<file path="src/lsu_defines.svh">
/*
 * Load/store unit sizing
 * Bus widths and the limit on outstanding data bus transfers
 */

`ifndef LSU_DEFINES_SVH
`define LSU_DEFINES_SVH

////////////////////////////////////////////////////
// Data port widths
////////////////////////////////////////////////////

`define LSU_ADDR_W 32           // Byte address width
`define LSU_DATA_W 32           // Bus word width
`define LSU_BE_W   4            // One enable per byte lane

////////////////////////////////////////////////////
// Pipelining limit
////////////////////////////////////////////////////

`define LSU_MAX_OUTSTANDING 2   // Granted transfers still waiting for rvalid

`endif

</file>
<file path="src/lsu_op_pkg.sv">
/*
 * Load/store operation types
 * Access size encoding and the split-access issue phases
 */

`default_nettype none

package lsu_op_pkg;

  // Access size, same encoding as the core's lsu_type field
  typedef enum logic [1:0] {
    SIZE_BYTE = 2'b00,
    SIZE_HALF = 2'b01,
    SIZE_WORD = 2'b10
  } lsu_size_e;

  // Issue phase of the current operation
  typedef enum logic {
    ISSUE_FIRST  = 1'b0,          // Only phase, or low part of a split access
    ISSUE_SECOND = 1'b1           // High part at the next word
  } issue_state_e;

endpackage

`default_nettype wire

</file>
<file path="src/lsu_bus_pkg.sv">
/*
 * Data bus types
 * Word, byte enable and byte offset types of the data port
 */

`default_nettype none

`include "lsu_defines.svh"

package lsu_bus_pkg;

  typedef logic [`LSU_DATA_W-1:0] word_t;     // Data or address word
  typedef logic [`LSU_BE_W-1:0]   be_t;       // Byte lane enables
  typedef logic [1:0]             byte_off_t; // Byte within a word

endpackage

`default_nettype wire

</file>
<file path="src/lsu_request_gen.sv">
/*
 * Load/store request generator
 * Forms the address, splits misaligned accesses into two phases and
 * drives the data bus request with byte enables and rotated write data
 */

`timescale 1ns/100ps
`default_nettype none

`include "lsu_defines.svh"

module lsu_request_gen import lsu_op_pkg::*, lsu_bus_pkg::*;
(
  input  wire logic      clk,
  input  wire logic      rst_n,

  // Upstream request held stable until ready_o
  input  wire logic      req_valid_i,
  input  wire logic      req_we_i,
  input  lsu_size_e      req_size_i,
  input  wire logic      req_sign_ext_i,
  input  word_t          req_base_i,
  input  word_t          req_offset_i,
  input  word_t          req_wdata_i,
  output logic           ready_o,        // Last phase granted

  // Data bus request side
  output logic           data_req_o,
  output word_t          data_addr_o,
  output logic           data_we_o,
  output be_t            data_be_o,
  output word_t          data_wdata_o,
  input  wire logic      data_gnt_i,

  // To transaction tracker
  input  wire logic      full_i,
  output logic           push_o,
  output logic           push_we_o,
  output lsu_size_e      push_size_o,
  output logic           push_sign_ext_o,
  output byte_off_t      push_offset_o,
  output logic           push_first_o
);

  logic [`LSU_ADDR_W-1:0] addr;          // base + offset
  logic [`LSU_ADDR_W-1:0] addr_hi;       // Word after the addressed one
  byte_off_t              offset;
  logic                   misaligned;
  logic                   second;
  logic                   grant;
  issue_state_e           state_q;
  issue_state_e           state_d;

  assign addr    = req_base_i + req_offset_i;
  assign addr_hi = {addr[`LSU_ADDR_W-1:2], 2'b00} + word_t'(4);
  assign offset  = addr[1:0];

  // Word at non-zero offset or halfword crossing into the next word
  assign misaligned = ((req_size_i == SIZE_WORD) && (offset != 2'b00)) ||
                      ((req_size_i == SIZE_HALF) && (offset == 2'b11));

  assign second = (state_q == ISSUE_SECOND);

  ////////////////////////////////////////////////////
  // Bus request
  ////////////////////////////////////////////////////

  assign data_req_o  = req_valid_i && !full_i;   // Tracker slot needed for every transfer
  assign data_addr_o = second ? addr_hi : addr;
  assign data_we_o   = req_we_i;
  assign grant       = data_req_o && data_gnt_i;
  assign ready_o     = grant && (!misaligned || second);

  // Byte enables per size and offset
  always_comb
  begin
    data_be_o = 4'b0000;
    case (req_size_i)
      SIZE_BYTE:
      begin
        data_be_o = 4'b0001 << offset;
      end
      SIZE_HALF:
      begin
        if (second)
          data_be_o = 4'b0001;                 // Spilled upper byte
        else
          data_be_o = 4'b0011 << offset;       // Offset 3 keeps lane 3 only
      end
      default:
      begin
        if (second)
          data_be_o = ~(4'b1111 << offset);    // Low lanes of next word
        else
          data_be_o = 4'b1111 << offset;
      end
    endcase
  end

  // Rotate store data into the addressed lanes in both phases
  always_comb
  begin
    case (offset)
      2'b00:   data_wdata_o = req_wdata_i;
      2'b01:   data_wdata_o = {req_wdata_i[23:0], req_wdata_i[31:24]};
      2'b10:   data_wdata_o = {req_wdata_i[15:0], req_wdata_i[31:16]};
      default: data_wdata_o = {req_wdata_i[7:0],  req_wdata_i[31:8]};
    endcase
  end

  ////////////////////////////////////////////////////
  // Phase FSM
  ////////////////////////////////////////////////////

  always_comb
  begin
    state_d = state_q;
    case (state_q)
      ISSUE_FIRST:  if (grant && misaligned) state_d = ISSUE_SECOND;
      ISSUE_SECOND: if (grant) state_d = ISSUE_FIRST;   // Operation done
      default:      state_d = ISSUE_FIRST;
    endcase
  end

  always_ff @(posedge clk, negedge rst_n)
  begin
    if (!rst_n)
      state_q <= ISSUE_FIRST;
    else
      state_q <= state_d;
  end

  // Tracker entry for every granted transfer
  assign push_o          = grant;
  assign push_we_o       = req_we_i;
  assign push_size_o     = req_size_i;
  assign push_sign_ext_o = req_sign_ext_i;
  assign push_offset_o   = offset;
  assign push_first_o    = misaligned && !second;  // Response is only the low part

endmodule

`default_nettype wire

</file>
<file path="src/lsu_txn_tracker.sv">
/*
 * Outstanding transaction tracker
 * In-order FIFO of the load control info of granted transfers
 */

`timescale 1ns/100ps
`default_nettype none

`include "lsu_defines.svh"

module lsu_txn_tracker import lsu_op_pkg::*, lsu_bus_pkg::*;
(
  input  wire logic  clk,
  input  wire logic  rst_n,

  input  wire logic  push_i,          // Transfer granted
  input  wire logic  push_we_i,
  input  lsu_size_e  push_size_i,
  input  wire logic  push_sign_ext_i,
  input  byte_off_t  push_offset_i,
  input  wire logic  push_first_i,
  input  wire logic  data_rvalid_i,   // Pops the head

  output logic       full_o,
  output logic       head_we_o,
  output lsu_size_e  head_size_o,
  output logic       head_sign_ext_o,
  output byte_off_t  head_offset_o,
  output logic       head_first_o
);

  localparam int DEPTH = `LSU_MAX_OUTSTANDING;
  localparam int PTR_W = (DEPTH > 1) ? $clog2(DEPTH) : 1;
  localparam int CNT_W = $clog2(DEPTH + 1);

  // Entry storage
  logic       we_q      [DEPTH];
  lsu_size_e  size_q    [DEPTH];
  logic       sign_q    [DEPTH];
  byte_off_t  off_q     [DEPTH];
  logic       first_q   [DEPTH];

  logic [PTR_W-1:0] wr_ptr_q;
  logic [PTR_W-1:0] rd_ptr_q;
  logic [CNT_W-1:0] cnt_q;

  assign full_o = (cnt_q == CNT_W'(DEPTH));

  always_ff @(posedge clk, negedge rst_n)
  begin
    if (!rst_n)
    begin
      wr_ptr_q <= '0;
      rd_ptr_q <= '0;
      cnt_q    <= '0;
    end
    else
    begin
      if (push_i)
        wr_ptr_q <= (wr_ptr_q == PTR_W'(DEPTH - 1)) ? '0 : wr_ptr_q + 1'b1;
      if (data_rvalid_i)
        rd_ptr_q <= (rd_ptr_q == PTR_W'(DEPTH - 1)) ? '0 : rd_ptr_q + 1'b1;
      if (push_i && !data_rvalid_i)
        cnt_q <= cnt_q + 1'b1;
      else if (!push_i && data_rvalid_i)
        cnt_q <= cnt_q - 1'b1;                 // Both together hold the count
    end
  end

  always_ff @(posedge clk)
  begin
    if (push_i)
    begin
      we_q[wr_ptr_q]    <= push_we_i;
      size_q[wr_ptr_q]  <= push_size_i;
      sign_q[wr_ptr_q]  <= push_sign_ext_i;
      off_q[wr_ptr_q]   <= push_offset_i;
      first_q[wr_ptr_q] <= push_first_i;
    end
  end

  // Head entry describes the next response
  assign head_we_o       = we_q[rd_ptr_q];
  assign head_size_o     = size_q[rd_ptr_q];
  assign head_sign_ext_o = sign_q[rd_ptr_q];
  assign head_offset_o   = off_q[rd_ptr_q];
  assign head_first_o    = first_q[rd_ptr_q];

endmodule

`default_nettype wire

</file>
<file path="src/lsu_response_align.sv">
/*
 * Load response aligner
 * Joins split loads, extracts and extends the addressed data and
 * flags operation completion
 */

`timescale 1ns/100ps
`default_nettype none

`include "lsu_defines.svh"

module lsu_response_align import lsu_op_pkg::*, lsu_bus_pkg::*;
(
  input  wire logic  clk,
  input  wire logic  rst_n,

  input  wire logic  data_rvalid_i,
  input  word_t      data_rdata_i,

  // Head of the transaction tracker
  input  wire logic  head_we_i,
  input  lsu_size_e  head_size_i,
  input  wire logic  head_sign_ext_i,
  input  byte_off_t  head_offset_i,
  input  wire logic  head_first_i,

  output logic       rvalid_o,        // Once per operation
  output word_t      rdata_o
);

  word_t first_q;                     // Low part of a split load
  word_t lo_src;                      // Source of the low bytes
  word_t aligned;                     // Addressed bytes moved down to lane 0
  word_t load_data;
  logic  split;

  // Split accesses carry the same size and offset in both phases
  assign split = ((head_size_i == SIZE_WORD) && (head_offset_i != 2'b00)) ||
                 ((head_size_i == SIZE_HALF) && (head_offset_i == 2'b11));

  always_ff @(posedge clk, negedge rst_n)
  begin
    if (!rst_n)
      first_q <= '0;
    else if (data_rvalid_i && head_first_i && !head_we_i)
      first_q <= data_rdata_i;
  end

  assign lo_src = split ? first_q : data_rdata_i;

  ////////////////////////////////////////////////////
  // Lane alignment
  ////////////////////////////////////////////////////

  always_comb
  begin
    case (head_offset_i)
      2'b00:   aligned = data_rdata_i;
      2'b01:   aligned = {data_rdata_i[7:0],  lo_src[31:8]};
      2'b10:   aligned = {data_rdata_i[15:0], lo_src[31:16]};
      default: aligned = {data_rdata_i[23:0], lo_src[31:24]};
    endcase
  end

  // Sign or zero extension by size
  always_comb
  begin
    case (head_size_i)
      SIZE_BYTE:
      begin
        if (head_sign_ext_i)
          load_data = {{(`LSU_DATA_W-8){aligned[7]}}, aligned[7:0]};
        else
          load_data = {{(`LSU_DATA_W-8){1'b0}}, aligned[7:0]};
      end
      SIZE_HALF:
      begin
        if (head_sign_ext_i)
          load_data = {{(`LSU_DATA_W-16){aligned[15]}}, aligned[15:0]};
        else
          load_data = {{(`LSU_DATA_W-16){1'b0}}, aligned[15:0]};
      end
      default:
      begin
        load_data = aligned;            // Word needs no extension
      end
    endcase
  end

  assign rvalid_o = data_rvalid_i && !head_first_i;  // Final phase only
  assign rdata_o  = head_we_i ? '0 : load_data;       // Stores return zero

endmodule

`default_nettype wire

</file>
<file path="src/lsu_top.sv">
/*
 * Load/store unit top
 * Request generator, transaction tracker and response aligner
 */

`timescale 1ns/100ps
`default_nettype none

`include "lsu_defines.svh"

module lsu_top import lsu_op_pkg::*, lsu_bus_pkg::*;
(
  input  wire logic  clk,
  input  wire logic  rst_n,

  // Pipeline side
  input  wire logic  req_valid_i,
  input  wire logic  req_we_i,
  input  lsu_size_e  req_size_i,
  input  wire logic  req_sign_ext_i,
  input  word_t      req_base_i,
  input  word_t      req_offset_i,
  input  word_t      req_wdata_i,
  output logic       ready_o,

  // Data bus
  output logic       data_req_o,
  output word_t      data_addr_o,
  output logic       data_we_o,
  output be_t        data_be_o,
  output word_t      data_wdata_o,
  input  wire logic  data_gnt_i,
  input  wire logic  data_rvalid_i,
  input  word_t      data_rdata_i,

  // Result
  output logic       rvalid_o,
  output word_t      rdata_o
);

  // Grant side to tracker
  logic       push, push_we, push_sign_ext, push_first, full;
  lsu_size_e  push_size;
  byte_off_t  push_offset;

  // Tracker head to aligner
  logic       head_we, head_sign_ext, head_first;
  lsu_size_e  head_size;
  byte_off_t  head_offset;

  lsu_request_gen u_request_gen (
    .clk, .rst_n,
    .req_valid_i, .req_we_i, .req_size_i, .req_sign_ext_i,
    .req_base_i, .req_offset_i, .req_wdata_i, .ready_o,
    .data_req_o, .data_addr_o, .data_we_o, .data_be_o, .data_wdata_o, .data_gnt_i,
    .full_i          (full),
    .push_o          (push),
    .push_we_o       (push_we),
    .push_size_o     (push_size),
    .push_sign_ext_o (push_sign_ext),
    .push_offset_o   (push_offset),
    .push_first_o    (push_first)
  );

  lsu_txn_tracker u_txn_tracker (
    .clk, .rst_n,
    .push_i (push), .push_we_i (push_we), .push_size_i (push_size),
    .push_sign_ext_i (push_sign_ext), .push_offset_i (push_offset),
    .push_first_i (push_first), .data_rvalid_i,
    .full_o (full), .head_we_o (head_we), .head_size_o (head_size),
    .head_sign_ext_o (head_sign_ext), .head_offset_o (head_offset),
    .head_first_o (head_first)
  );

  lsu_response_align u_response_align (
    .clk, .rst_n, .data_rvalid_i, .data_rdata_i,
    .head_we_i (head_we), .head_size_i (head_size), .head_sign_ext_i (head_sign_ext),
    .head_offset_i (head_offset), .head_first_i (head_first),
    .rvalid_o, .rdata_o
  );

endmodule

`default_nettype wire

</file>
<file path="config.mk">
export PLATFORM = sky130hd
export DESIGN_NAME = lsu_top
export DESIGN_NICKNAME = d
export VERILOG_FILES = /design/src/lsu_op_pkg.sv /design/src/lsu_bus_pkg.sv /design/src/lsu_request_gen.sv /design/src/lsu_txn_tracker.sv /design/src/lsu_response_align.sv /design/src/lsu_top.sv
export VERILOG_INCLUDE_DIRS = /design/src /design/src/src
export SDC_FILE = /design/constraint.sdc
export NUM_CORES = 1
export LEC_CHECK = 0
export BUFFER_PORTS_ARGS = -buffer_cell sky130_fd_sc_hd__buf_4
export CORE_MARGIN = 4
export CORE_UTILIZATION = 52
export CTS_BUF_LIST = sky130_fd_sc_hd__clkbuf_4
export CTS_CLUSTER_DIAMETER = 200
export DETAILED_ROUTE_END_ITERATION = 10
export PLACE_DENSITY = 0.83
export SYNTH_ARGS = -nofsm -noshare
export SYNTH_HDL_FRONTEND = slang
export SYNTH_SLANG_ARGS = --single-unit
</file>
<file path="constraint.sdc">
create_clock -name clk -period 5.9 [get_ports clk]
set_input_delay 1.18 -clock clk [delete_from_list [all_inputs] [get_ports clk]]
set_output_delay 1.18 -clock clk [all_outputs]
set_load 0.02 [all_outputs]
</file>
==> reports/results.tsv, run 1 <==
metric	value	unit
status	finished clean	
ys_warn_count	0	
final.setup.tns	0	ps
synth_area_leaders	dfrtp_1, nor2_1, ha_1, a21oi_1, edfxtp_1	
finalWirelength	20.9	mm
track_usage	26.8	%
synthesis.instances	886	
finalCritPeriodShare	94.0	%
clk_pin_slew	120	ps
vias	7625	
boundaryPins	241	
synth_ff_type	dfrtp_1	
layout-drive-gt1-share	29.0	%
row_count	40	
whs	480	ps
tightestPinTransition	1070	ps
mostFrequentLayoutCell	buf_4	
cp-start-kind	primary input	
hp-class	flop to flop	
grt_pass1_wl	32.6	mm
grtUsageMet3	2.90	%
cts_tree	done	
io_buffers	240	
diodes	0	
clock_skew	20.2	ps
met1_usage	34.2	%
dieHeight	121	um
final_period_minus_worst_setup_slack	5550	ps
rsz0062_at_grt	false	
clock_latency	370	ps
syn_area_per_cell	7.44	um2
gp_congestion	0.904	
clock_tree.buffer_depth	2	
first_iter_violations	812	
grt_overflow	0	
p_per_area	326	mW/mm2
hold_buffers	0	
dp_hpwl	16.7	mm
ys_types	68	
synth_edf_count	14	
most-common-layout-cells	buf_4, nor2_1, a21oi_1, nand2_1, ha_1	
routed_via_density	6.10	
cts-buffers-inserted	5	
drtPass1Iterations	11	
fmax	180	MHz
initial_utilization	54.0	%
end_kind	output pin	
max_slew_margin	28.9	%
cp.required	4720	ps
die_w	121	um
ys_seq_area_share	17.4	%
areaGrowthSynthToFinish	29.7	%
syn_area	0.00660	mm2
grt_max_degree	66	
drc	0	
ant_nets	0	
synth_top_cell_by_area	dfrtp_1	
numClockSinks	43	
grtUsageMet2	46.2	%
leakagePower	3.85	nW
grt_pass1_vias	6766	
arrival	4370	ps
antenna_found_initial	0	
cts_max_level	2	
ys_async_sr_fraction	67.4	%
dieArea	0.0145	mm2
cap_violations	0	
fin_nets	1261	
setup_viol	0	
grt_busiest_layer	met2	
synth_fp_nets	1065	
finalHoldViolations	0	
worst_slack	353	ps
cts_setup_buffers	0	
vdd_ir_drop_max	0.000159	V
core	0.0122	mm2
avgRoutedWirePerCell	16.7	um
synth_seq_cells	43	
place_ws	263	ps
critical_path.max_fanout	5	
slew_violations	0	
root_buffer	clkbuf_4	
synth_top_area_share	11.0	%
crit_type	primary input to output pin	
## metrics by stage
step	cells	instance area (um2)	power (W)	utilization (%)
after CTS	1251	8540	0.00278	70.0
after global placement	1243	8460	0.00255	69.3
final	1251	8550	0.00279	70.0
after global routing	1251	8550	0.00297	70.0
after detailed placement	1243	8460	0.00258	69.3
after floorplan	886	6600	0.00189	-
## cells by family (layout without fill, tap and decap cells)
family	Yosys count	in the layout	share of synthesized area, %
XOR/XNOR	50	50	6.64
AND/OR/NAND/NOR	325	325	23.5
flip-flops	43	43	17.4
AO/OA/AOI/OAI	280	280	29.1
buffers and inverters	83	280	5.03
adder cells (fa/ha/maj)	42	42	8.08
multiplexers	63	63	10.3
## critical path, stage by stage
cell and delay, ps:
buf_4 110, ha_1 210, fa_1 440, a21oi_2 210
o21bai_2 80, xor2_1 250, nand3_1 160, nor4_2 400
nand3_2 190, or4_4 620, nor4_2 200, xnor2_1 160
buf_4 160
## synthesized netlist by cell type, drive strengths merged (7+ instances only)
library cell	count
nor2	139
a21oi	94
nand2	57
clkbuf	52
ha	41
a211oi	38
mux2i	33
a222oi	32
mux2	30
nor3	30
dfrtp	29
o21ai	29
xnor2	29
xor2	21
a31oi	20
nand4	20
a21o	18
nand3	18
inv	17
buf	14
edfxtp	14
o211ai	13
or3	12
and2	10
and3	8
nor4	7
## layout make-up
cell class | instances | area (um2)
inverters | 17 | 63.8
clock inverters | 2 | 37.5
multi-input cells | 760 | 5130
fillers | 1061 | 3660
clock buffers | 6 | 45.0
repair buffers | 255 | 1910
well taps | 168 | 210
flip-flops and latches | 43 | 1150
## report_power, final
part	switching, W	internal, W
clock network	0.0000966	0.0000940
logic	0.00122	0.000873
registers	0.0000798	0.000424
total	0.00140	0.00139
## flip-flops by register name (all words and copies together), names as in the netlist
| signal | flops |
|---|---|
| u_response_align.first_q | 24 |
| u_txn_tracker.off_q | 4 |
| u_txn_tracker.size_q | 4 |
| u_txn_tracker.cnt_q | 2 |
| u_txn_tracker.first_q | 2 |
| u_txn_tracker.sign_q | 2 |
| u_txn_tracker.we_q | 2 |
| u_request_gen.second | 1 |
| u_txn_tracker.rd_ptr_q | 1 |
| u_txn_tracker.wr_ptr_q | 1 |
## layer usage
metal	wire [um]	part of all wire [%]
met1	8790	42
met2	9830	47
met3	1480	7.1
met4	768	3.7
met5	0	0
## what timing repair did
item	CTS	global route
setup endpoints to repair	0	4
endpoints found under the hold margin	0	0
resized for setup	0	2
## final timing paths
path | to | depth (start not counted) | slack (ps) | start
worst max-delay path | data_addr_o[24] | 13 | 350 | req_base_i[0]
worst min-delay path | u_txn_tracker.cnt_q[1] | 1 | 480 | u_txn_tracker.cnt_q[1]
worst max register to register | u_response_align.first_q[18] | 3 | 3170 | u_txn_tracker.rd_ptr_q
worst min register to register | u_txn_tracker.cnt_q[1] | 1 | 480 | u_txn_tracker.cnt_q[1]
max in group asynchronous | u_response_align.first_q[9] | 1 | 4880 | rst_n
min in group asynchronous | u_txn_tracker.wr_ptr_q | 1 | 710 | rst_n
(Power assumes the default switching activity.)
==> run 2: changes to the inputs <==
CORE_UTILIZATION = 53   (was 52)
GPL_TIMING_DRIVEN = 1   (was default)
PLACE_DENSITY = 0.84   (was 0.83)
SYNTH_HIERARCHICAL = 1   (was default)
==> run 2 against run 1 <==
Net effect:
- flip-flop and latch count did not move
- critical path type unchanged
- critical endpoint is now data_addr_o[23]
- cell count decreased by 3.5%
- first-iteration DRC count up 15%
- register-to-register slack better by 720 ps
==> reports/results.tsv, run 2 <==
metric	value	unit	change
status	finished clean		unchanged
reg_top3	u_response_align/first_q x24, u_txn_tracker/off_q x4, u_txn_tracker/size_q x4		was u_response_align.first_q x24, u_txn_tracker.off_q x4, u_txn_tracker.size_q x4
grt_pass1_vias	6841		was 6766
boundaryPins	241		unchanged
vdd_ir_drop_max	0.000136	V	was 0.000159 V
drtPass1Iterations	8		was 11
cts_setup_buffers	0		unchanged
clk_pin_slew	130	ps	was 120 ps
rr_startpoint	u_txn_tracker/rd_ptr_q		was u_txn_tracker.rd_ptr_q
io_buffers	240		unchanged
clock_tree.buffer_depth	2		unchanged
numClockSinks	43		unchanged
synth_edf_count	14		unchanged
end_kind	output pin		unchanged
place_ws	82.6	ps	was 263 ps
grt_max_degree	51		was 66
hold_path_depth	1		unchanged
largest-register	u_response_align/first_q		was u_response_align.first_q
worst_slack	249	ps	was 353 ps
vias	7565		was 7625
path_common_cell	buf_4		
grt_pass1_wl	33.4	mm	was 32.6 mm
largest_register_ff_count	24		unchanged
first_iter_violations	935		was 812
crit_slowest_cell	or4b_4		was or4_4
drc	0		unchanged
ys_seq_area_share	16.4	%	was 17.4%
slew_violations	0		unchanged
synth_area_leaders	dfrtp_1, mux2i_1, ha_1, edfxtp_1, mux4_2		was dfrtp_1, nor2_1, ha_1, a21oi_1, edfxtp_1
track_usage	26.8	%	about the same
synth_fp_nets	1015		was 1065
switching_share	49.3	%	was 50.1%
areaGrowthSynthToFinish	28.3	%	was 29.7%
finalHoldViolations	0		unchanged
avgRoutedWirePerCell	17.8	um	was 16.7 um
antenna_found_initial	0		unchanged
crit_type	primary input to output pin		unchanged
min_to	u_txn_tracker/cnt_q[1]		was u_txn_tracker.cnt_q[1]
cap_violations	0		unchanged
dp_hpwl	16.7	mm	about the same
p_comb_share	76.2	%	was 75.1%
synthesis.instances	836		was 886
diodes	0		unchanged
min_from	u_txn_tracker/cnt_q[1]		was u_txn_tracker.cnt_q[1]
cp.required	4720	ps	about the same
crit_chain	buf_4 -> ha_1 -> fa_2 -> a21o_1 -> a311oi_2 -> nor4_1 -> o31a_1 -> or4b_4 -> nor4_4 -> and2b_2 -> and3b_1 -> xnor2_1 -> buf_4		was buf_4 -> ha_1 -> fa_1 -> a21oi_2 -> o21bai_2 -> xor2_1 -> nand3_1 -> nor4_2 -> nand3_2 -> or4_4 -> nor4_2 -> xnor2_1 -> buf_4
tightestPinTransition	1130	ps	was 1070 ps
grt_overflow	0		unchanged
die_w	123	um	was 121 um
synth_ff_type	dfrtp_1		unchanged
switchingPower	0.00142	W	was 0.00140 W
leakagePower	4.04	nW	was 3.85 nW
root_buffer	clkbuf_4		unchanged
routed_via_density	6.27		was 6.10
p_int	0.00146	W	was 0.00139 W
pwr-share-seq	17.2	%	was 18.1%
max_slew_margin	25.0	%	was 28.9%
ff2ff_path_depth	4		was 3
layout-drive-gt1-share	34.1	%	was 29.0%
finalCritPeriodShare	95.8	%	was 94.0%
critical_path.max_fanout	6		was 5
final_period_minus_worst_setup_slack	5650	ps	was 5550 ps
r2r-end	u_response_align/first_q[17]		was u_response_align.first_q[18]
ys_warn_count	6		was 0
dp.cells	1199		was 1243
clock_skew	15.9	ps	was 20.2 ps
core	0.0128	mm2	was 0.0122 mm2
final_core_util	70.1	%	was 70.0%
setup_viol	0		unchanged
most-common-layout-cells	buf_4, inv_1, mux2i_1, a21oi_1, nand2_1		was buf_4, nor2_1, a21oi_1, nand2_1, ha_1
row_count	41		was 40
fin_nets	1213		was 1261
max_stage_delay	590	ps	was 620 ps
rsz0062_at_grt	false		unchanged
cp_top_family	simple AND/OR/NAND/NOR gates		unchanged
total_power	0.00287	W	was 0.00279 W
mostFrequentLayoutCell	buf_4		unchanged
cp-start-kind	primary input		unchanged
p_per_area	321	mW/mm2	was 326 mW/mm2
ant_nets	0		unchanged
syn_area	0.00698	mm2	was 0.00660 mm2
arrival	4470	ps	was 4370 ps
syn_area_per_cell	8.35	um2	was 7.44 um2
path_buf_inv	2		unchanged
synth_top_area_share	10.4	%	was 11.0%
r2r_slack	3890	ps	was 3170 ps
ys_async_sr_fraction	67.4	%	unchanged
cts_tree	done		unchanged
clockPowerShare	6.6	%	was 6.8%
dieHeight	123	um	was 121 um
cts-buffers-inserted	5		unchanged
synth_top_cell_by_area	dfrtp_1		unchanged
final.setup.tns	0	ps	unchanged
ys_types	76		was 68
finalNonFillerCells	1207		was 1251
initial_utilization	54.6	%	was 54.0%
synth_common_cells	inv_1, mux2i_1, a21oi_1, nand2_1, ha_1		was nor2_1, a21oi_1, nand2_1, clkbuf_1, ha_1
hp-class	flop to flop		unchanged
gp_congestion	0.895		was 0.904
dieArea	0.0151	mm2	was 0.0145 mm2
clock_latency	380	ps	was 370 ps
cts_max_level	2		unchanged
yosysMostFrequentCell	inv_1		was nor2_1
synth_seq_cells	43		unchanged
fmax	177	MHz	was 180 MHz
finalWirelength	21.5	mm	was 20.9 mm
==> run 2: routing by layer <==
layer  GRT usage, %  vias to the layer above  share of wire, %  routed length (um)
met5              0                        -                 0                   0
met4           8.75                        0               2.6                 564
met3           3.00                       47               7.9                1710
met2           44.5                      373                48               10300
met1           36.4                     3586                42                8930
li1               -                     3559                 -                   -
==> run 2: repair_timing <==
item                       in CTS  in global routing
gates resized for setup         0                  9
hold buffers                    0                  0
setup endpoints to repair       0                 11
==> run 2: layout make-up <==
type | count | area [um2]
fill | 1053 | 3820
tap | 172 | 215
timing repair buffer | 256 | 1920
clock buffer | 5 | 37.5
inverter | 66 | 248
clock inverter | 3 | 43.8
sequential | 43 | 1150
multi-input combinational | 662 | 5340
==> run 2: cell families after synthesis <==
group                    synth area share (%)
AO/OA/AOI/OAI                            25.7
AND/OR/NAND/NOR                          16.6
buffers and inverters                    7.96
multiplexers                             18.6
XOR/XNOR                                 7.05
flip-flops                               16.4
adder cells (fa/ha/maj)                  7.64
==> run 2: power by group through the flow <==
| stage | combinational (W) | sequential (W) | clock [W] |
|---|---|---|---|
| 5_1_grt | 0.00235 | 0.000508 | 0.000208 |
| 3_5_place_dp | 0.00216 | 0.000503 | 0 |
| 4_1_cts | 0.00216 | 0.000495 | 0.000196 |
| 6_report | 0.00219 | 0.000496 | 0.000190 |
| 2_1_floorplan | 0.00150 | 0.000471 | 0 |
| 3_3_place_gp | 0.00213 | 0.000496 | 0 |
==> run 2: stage by stage <==
stage	hold slack, ps	instance area, um2
floorplan	435	6980
global placement	456	8820
detailed placement	455	8820
CTS	479	8900
global route	503	8950
finish	476	8950
==> run 2: how the worst max path moves through the flow <==
stage,from,endpoint,slack (ps),depth (start not counted)
after global routing,req_base_i[10],data_addr_o[30],20,12
after global placement,req_base_i[1],data_addr_o[22],100,12
after floorplan,req_base_i[0],data_addr_o[31],340,11
after CTS,req_base_i[1],data_addr_o[31],80,13
final,req_base_i[0],data_addr_o[23],250,13
after detailed placement,req_base_i[1],data_addr_o[31],80,13
==> run 2: worst register-to-register path, stage by stage, from the launching register on <==
cell and delay [ps]:
dfrtp_1 520, mux2_2 490, nand3b_1 160, buf_4 330, mux2_2 400
==> run 3: changes to the inputs <==
CELL_PAD_IN_SITES_DETAIL_PLACEMENT = 1   (was default)
CELL_PAD_IN_SITES_GLOBAL_PLACEMENT = 2   (was default)
CORE_UTILIZATION = 30   (was 53)
PLACE_DENSITY = default   (was 0.84)
PLACE_DENSITY_LB_ADDON = 0.1   (was default)
==> run 3 against run 2 <==
Net effect:
- sequential share of layout area shrank 0.45 points
- non-clock buffer count rose by 24
- register-to-register slack lost 70 ps
==> reports/results.tsv, run 3 (synthesis results as in run 2) <==
metric	value	unit	change
switchingPower	0.00146	W	was 0.00142 W
max_stage_delay	590	ps	about the same
crit_end	data_addr_o[31]		was data_addr_o[23]
hp-class	flop to flop		unchanged
boundaryPins	241		unchanged
die_w	160	um	was 123 um
initial_utilization	30.6	%	was 54.6%
status	finished clean		unchanged
p_comb_share	77.6	%	was 76.2%
worst-path-stages	13		unchanged
antenna_found_initial	1		was 0
dp.cells	1363		was 1199
track_usage	19.1	%	was 26.8%
drc	0		unchanged
routed_via_density	5.46		was 6.27
clock_tree.buffer_depth	2		unchanged
rr_startpoint	u_txn_tracker/rd_ptr_q		unchanged
max_slew_margin	19.0	%	was 25.0%
fin_nets	1237		was 1213
critical_path.max_fanout	6		unchanged
largest_register_ff_count	24		unchanged
slew_violations	0		unchanged
cts_tree	done		unchanged
cp_top_family	simple AND/OR/NAND/NOR gates		unchanged
layout-drive-gt1-share	35.1	%	was 34.1%
finalWirelength	25.8	mm	was 21.5 mm
path_common_cell	buf_4		unchanged
arrival	4570	ps	was 4470 ps
clockPowerShare	5.3	%	was 6.6%
p_per_area	313	mW/mm2	was 321 mW/mm2
largest-register	u_response_align/first_q		unchanged
vdd_ir_drop_max	0.000220	V	was 0.000136 V
crit_start	req_base_i[0]		unchanged
most-common-layout-cells	buf_4, inv_1, mux2i_1, a21oi_1, nand2_1		unchanged
dp_hpwl	20.9	mm	was 16.7 mm
grt_overflow	0		unchanged
grt_pass1_vias	7492		was 6841
hold_path_depth	1		unchanged
drtPass1Iterations	7		was 8
rsz0062_at_grt	false		unchanged
cap_violations	0		unchanged
leakagePower	4.14	nW	was 4.04 nW
tightestPinTransition	1220	ps	was 1130 ps
finalCritPeriodShare	97.4	%	was 95.8%
core	0.0228	mm2	was 0.0128 mm2
setup_viol	0		unchanged
gp_congestion	0.804		was 0.895
switching_share	50.3	%	was 49.3%
dieHeight	160	um	was 123 um
cts-buffers-inserted	5		unchanged
r2r_slack	3820	ps	was 3890 ps
pwr-share-seq	17.1	%	was 17.2%
dieArea	0.0258	mm2	was 0.0151 mm2
clock_latency	370	ps	was 380 ps
io_buffers	240		unchanged
crit_chain	buf_4 -> ha_1 -> fa_2 -> a21o_1 -> a311oi_4 -> nor4_1 -> o31a_1 -> or4b_4 -> nor4_4 -> and2b_2 -> nand4_1 -> xnor2_1 -> buf_4		was buf_4 -> ha_1 -> fa_2 -> a21o_1 -> a311oi_2 -> nor4_1 -> o31a_1 -> or4b_4 -> nor4_4 -> and2b_2 -> and3b_1 -> xnor2_1 -> buf_4
r2r-end	u_response_align/first_q[21]		was u_response_align/first_q[17]
path_buf_inv	2		unchanged
reg_top3	u_response_align/first_q x24, u_txn_tracker/off_q x4, u_txn_tracker/size_q x4		unchanged
cp.required	4720	ps	about the same
finalNonFillerCells	1373		was 1207
clk_pin_slew	140	ps	was 130 ps
grt_pass1_wl	40.8	mm	was 33.4 mm
final_period_minus_worst_setup_slack	5750	ps	was 5650 ps
fmax	174	MHz	was 177 MHz
ant_nets	0		unchanged
first_iter_violations	548		was 935
root_buffer	clkbuf_4		unchanged
fillers	2723		was 1053
p_int	0.00144	W	was 0.00146 W
vias	7496		was 7565
cp-start-kind	primary input		unchanged
numClockSinks	43		unchanged
final.setup.tns	0	ps	unchanged
grt_max_degree	44		was 51
end_kind	output pin		unchanged
crit_type	primary input to output pin		unchanged
avgRoutedWirePerCell	18.8	um	was 17.8 um
cts_max_level	2		unchanged
clock_skew	3.17	ps	was 15.9 ps
crit_slowest_cell	or4b_4		unchanged
finalHoldViolations	0		unchanged
row_count	55		was 41
areaGrowthSynthToFinish	33.0	%	was 28.3%
ff2ff_path_depth	4		unchanged
mostFrequentLayoutCell	buf_4		unchanged
[run 3: through the flow]
step	utilization [%]	hold slack (ps)	total power [W]	setup slack (ps)	instance area, um2
after CTS	40.5	488	0.00293	17.1	9220
final	40.7	485	0.00291	152	9280
after global placement	40.2	450	0.00276	45.5	9170
after detailed placement	40.2	464	0.00277	29.0	9170
after global routing	40.7	507	0.00313	0.900	9280
after floorplan	-	435	0.00198	342	6980
[run 3: worst min path at each step]
stage | startpoint | endpoint | slack (ps)
4_1_cts | u_txn_tracker/cnt_q[1] | u_txn_tracker/cnt_q[1] | 490
5_1_grt | u_txn_tracker/cnt_q[1] | u_txn_tracker/cnt_q[1] | 510
2_1_floorplan | u_txn_tracker/cnt_q[1] | u_txn_tracker/cnt_q[1] | 440
3_5_place_dp | u_txn_tracker/cnt_q[1] | u_txn_tracker/cnt_q[1] | 460
6_report | u_txn_tracker/cnt_q[1] | u_txn_tracker/cnt_q[1] | 480
3_3_place_gp | u_txn_tracker/cnt_q[1] | u_txn_tracker/cnt_q[1] | 450
[run 3: layer usage]
| layer | track usage (%) | share of wire, % | vias to the layer above |
|---|---|---|---|
| met4 | 4.11 | 1.3 | 0 |
| li1 | - | - | 3622 |
| met3 | 2.41 | 4.5 | 20 |
| met1 | 26.8 | 47 | 3649 |
| met5 | 0 | 0 | - |
| met2 | 31.5 | 47 | 205 |
[run 3: timing repair]
item	4_1_cts	5_1_grt
buffers inserted	0	1
hold buffers	0	0
setup endpoints to repair	0	11
resized for setup	0	5
[run 3: cell type report]
class                           count  area [um2]  area share (%)
Clock inverter                      3        20.0           0.216
Tap cell                          313         392            4.22
Multi-Input combinational cell    662        5320            57.3
Antenna cell                        1        2.50          0.0270
Inverter                           66         248            2.67
Timing Repair Buffer              280        2110            22.8
Clock buffer                        5        37.5           0.405
Sequential cell                    43        1150            12.4
[run 3: power groups by stage]
stage	registers, W	clock network [W]	logic [W]
finish	0.000496	0.000153	0.00226
global route	0.000511	0.000176	0.00244
CTS	0.000497	0.000161	0.00227
detailed placement	0.000505	0	0.00226
global placement	0.000500	0	0.00226
floorplan	0.000471	0	0.00150
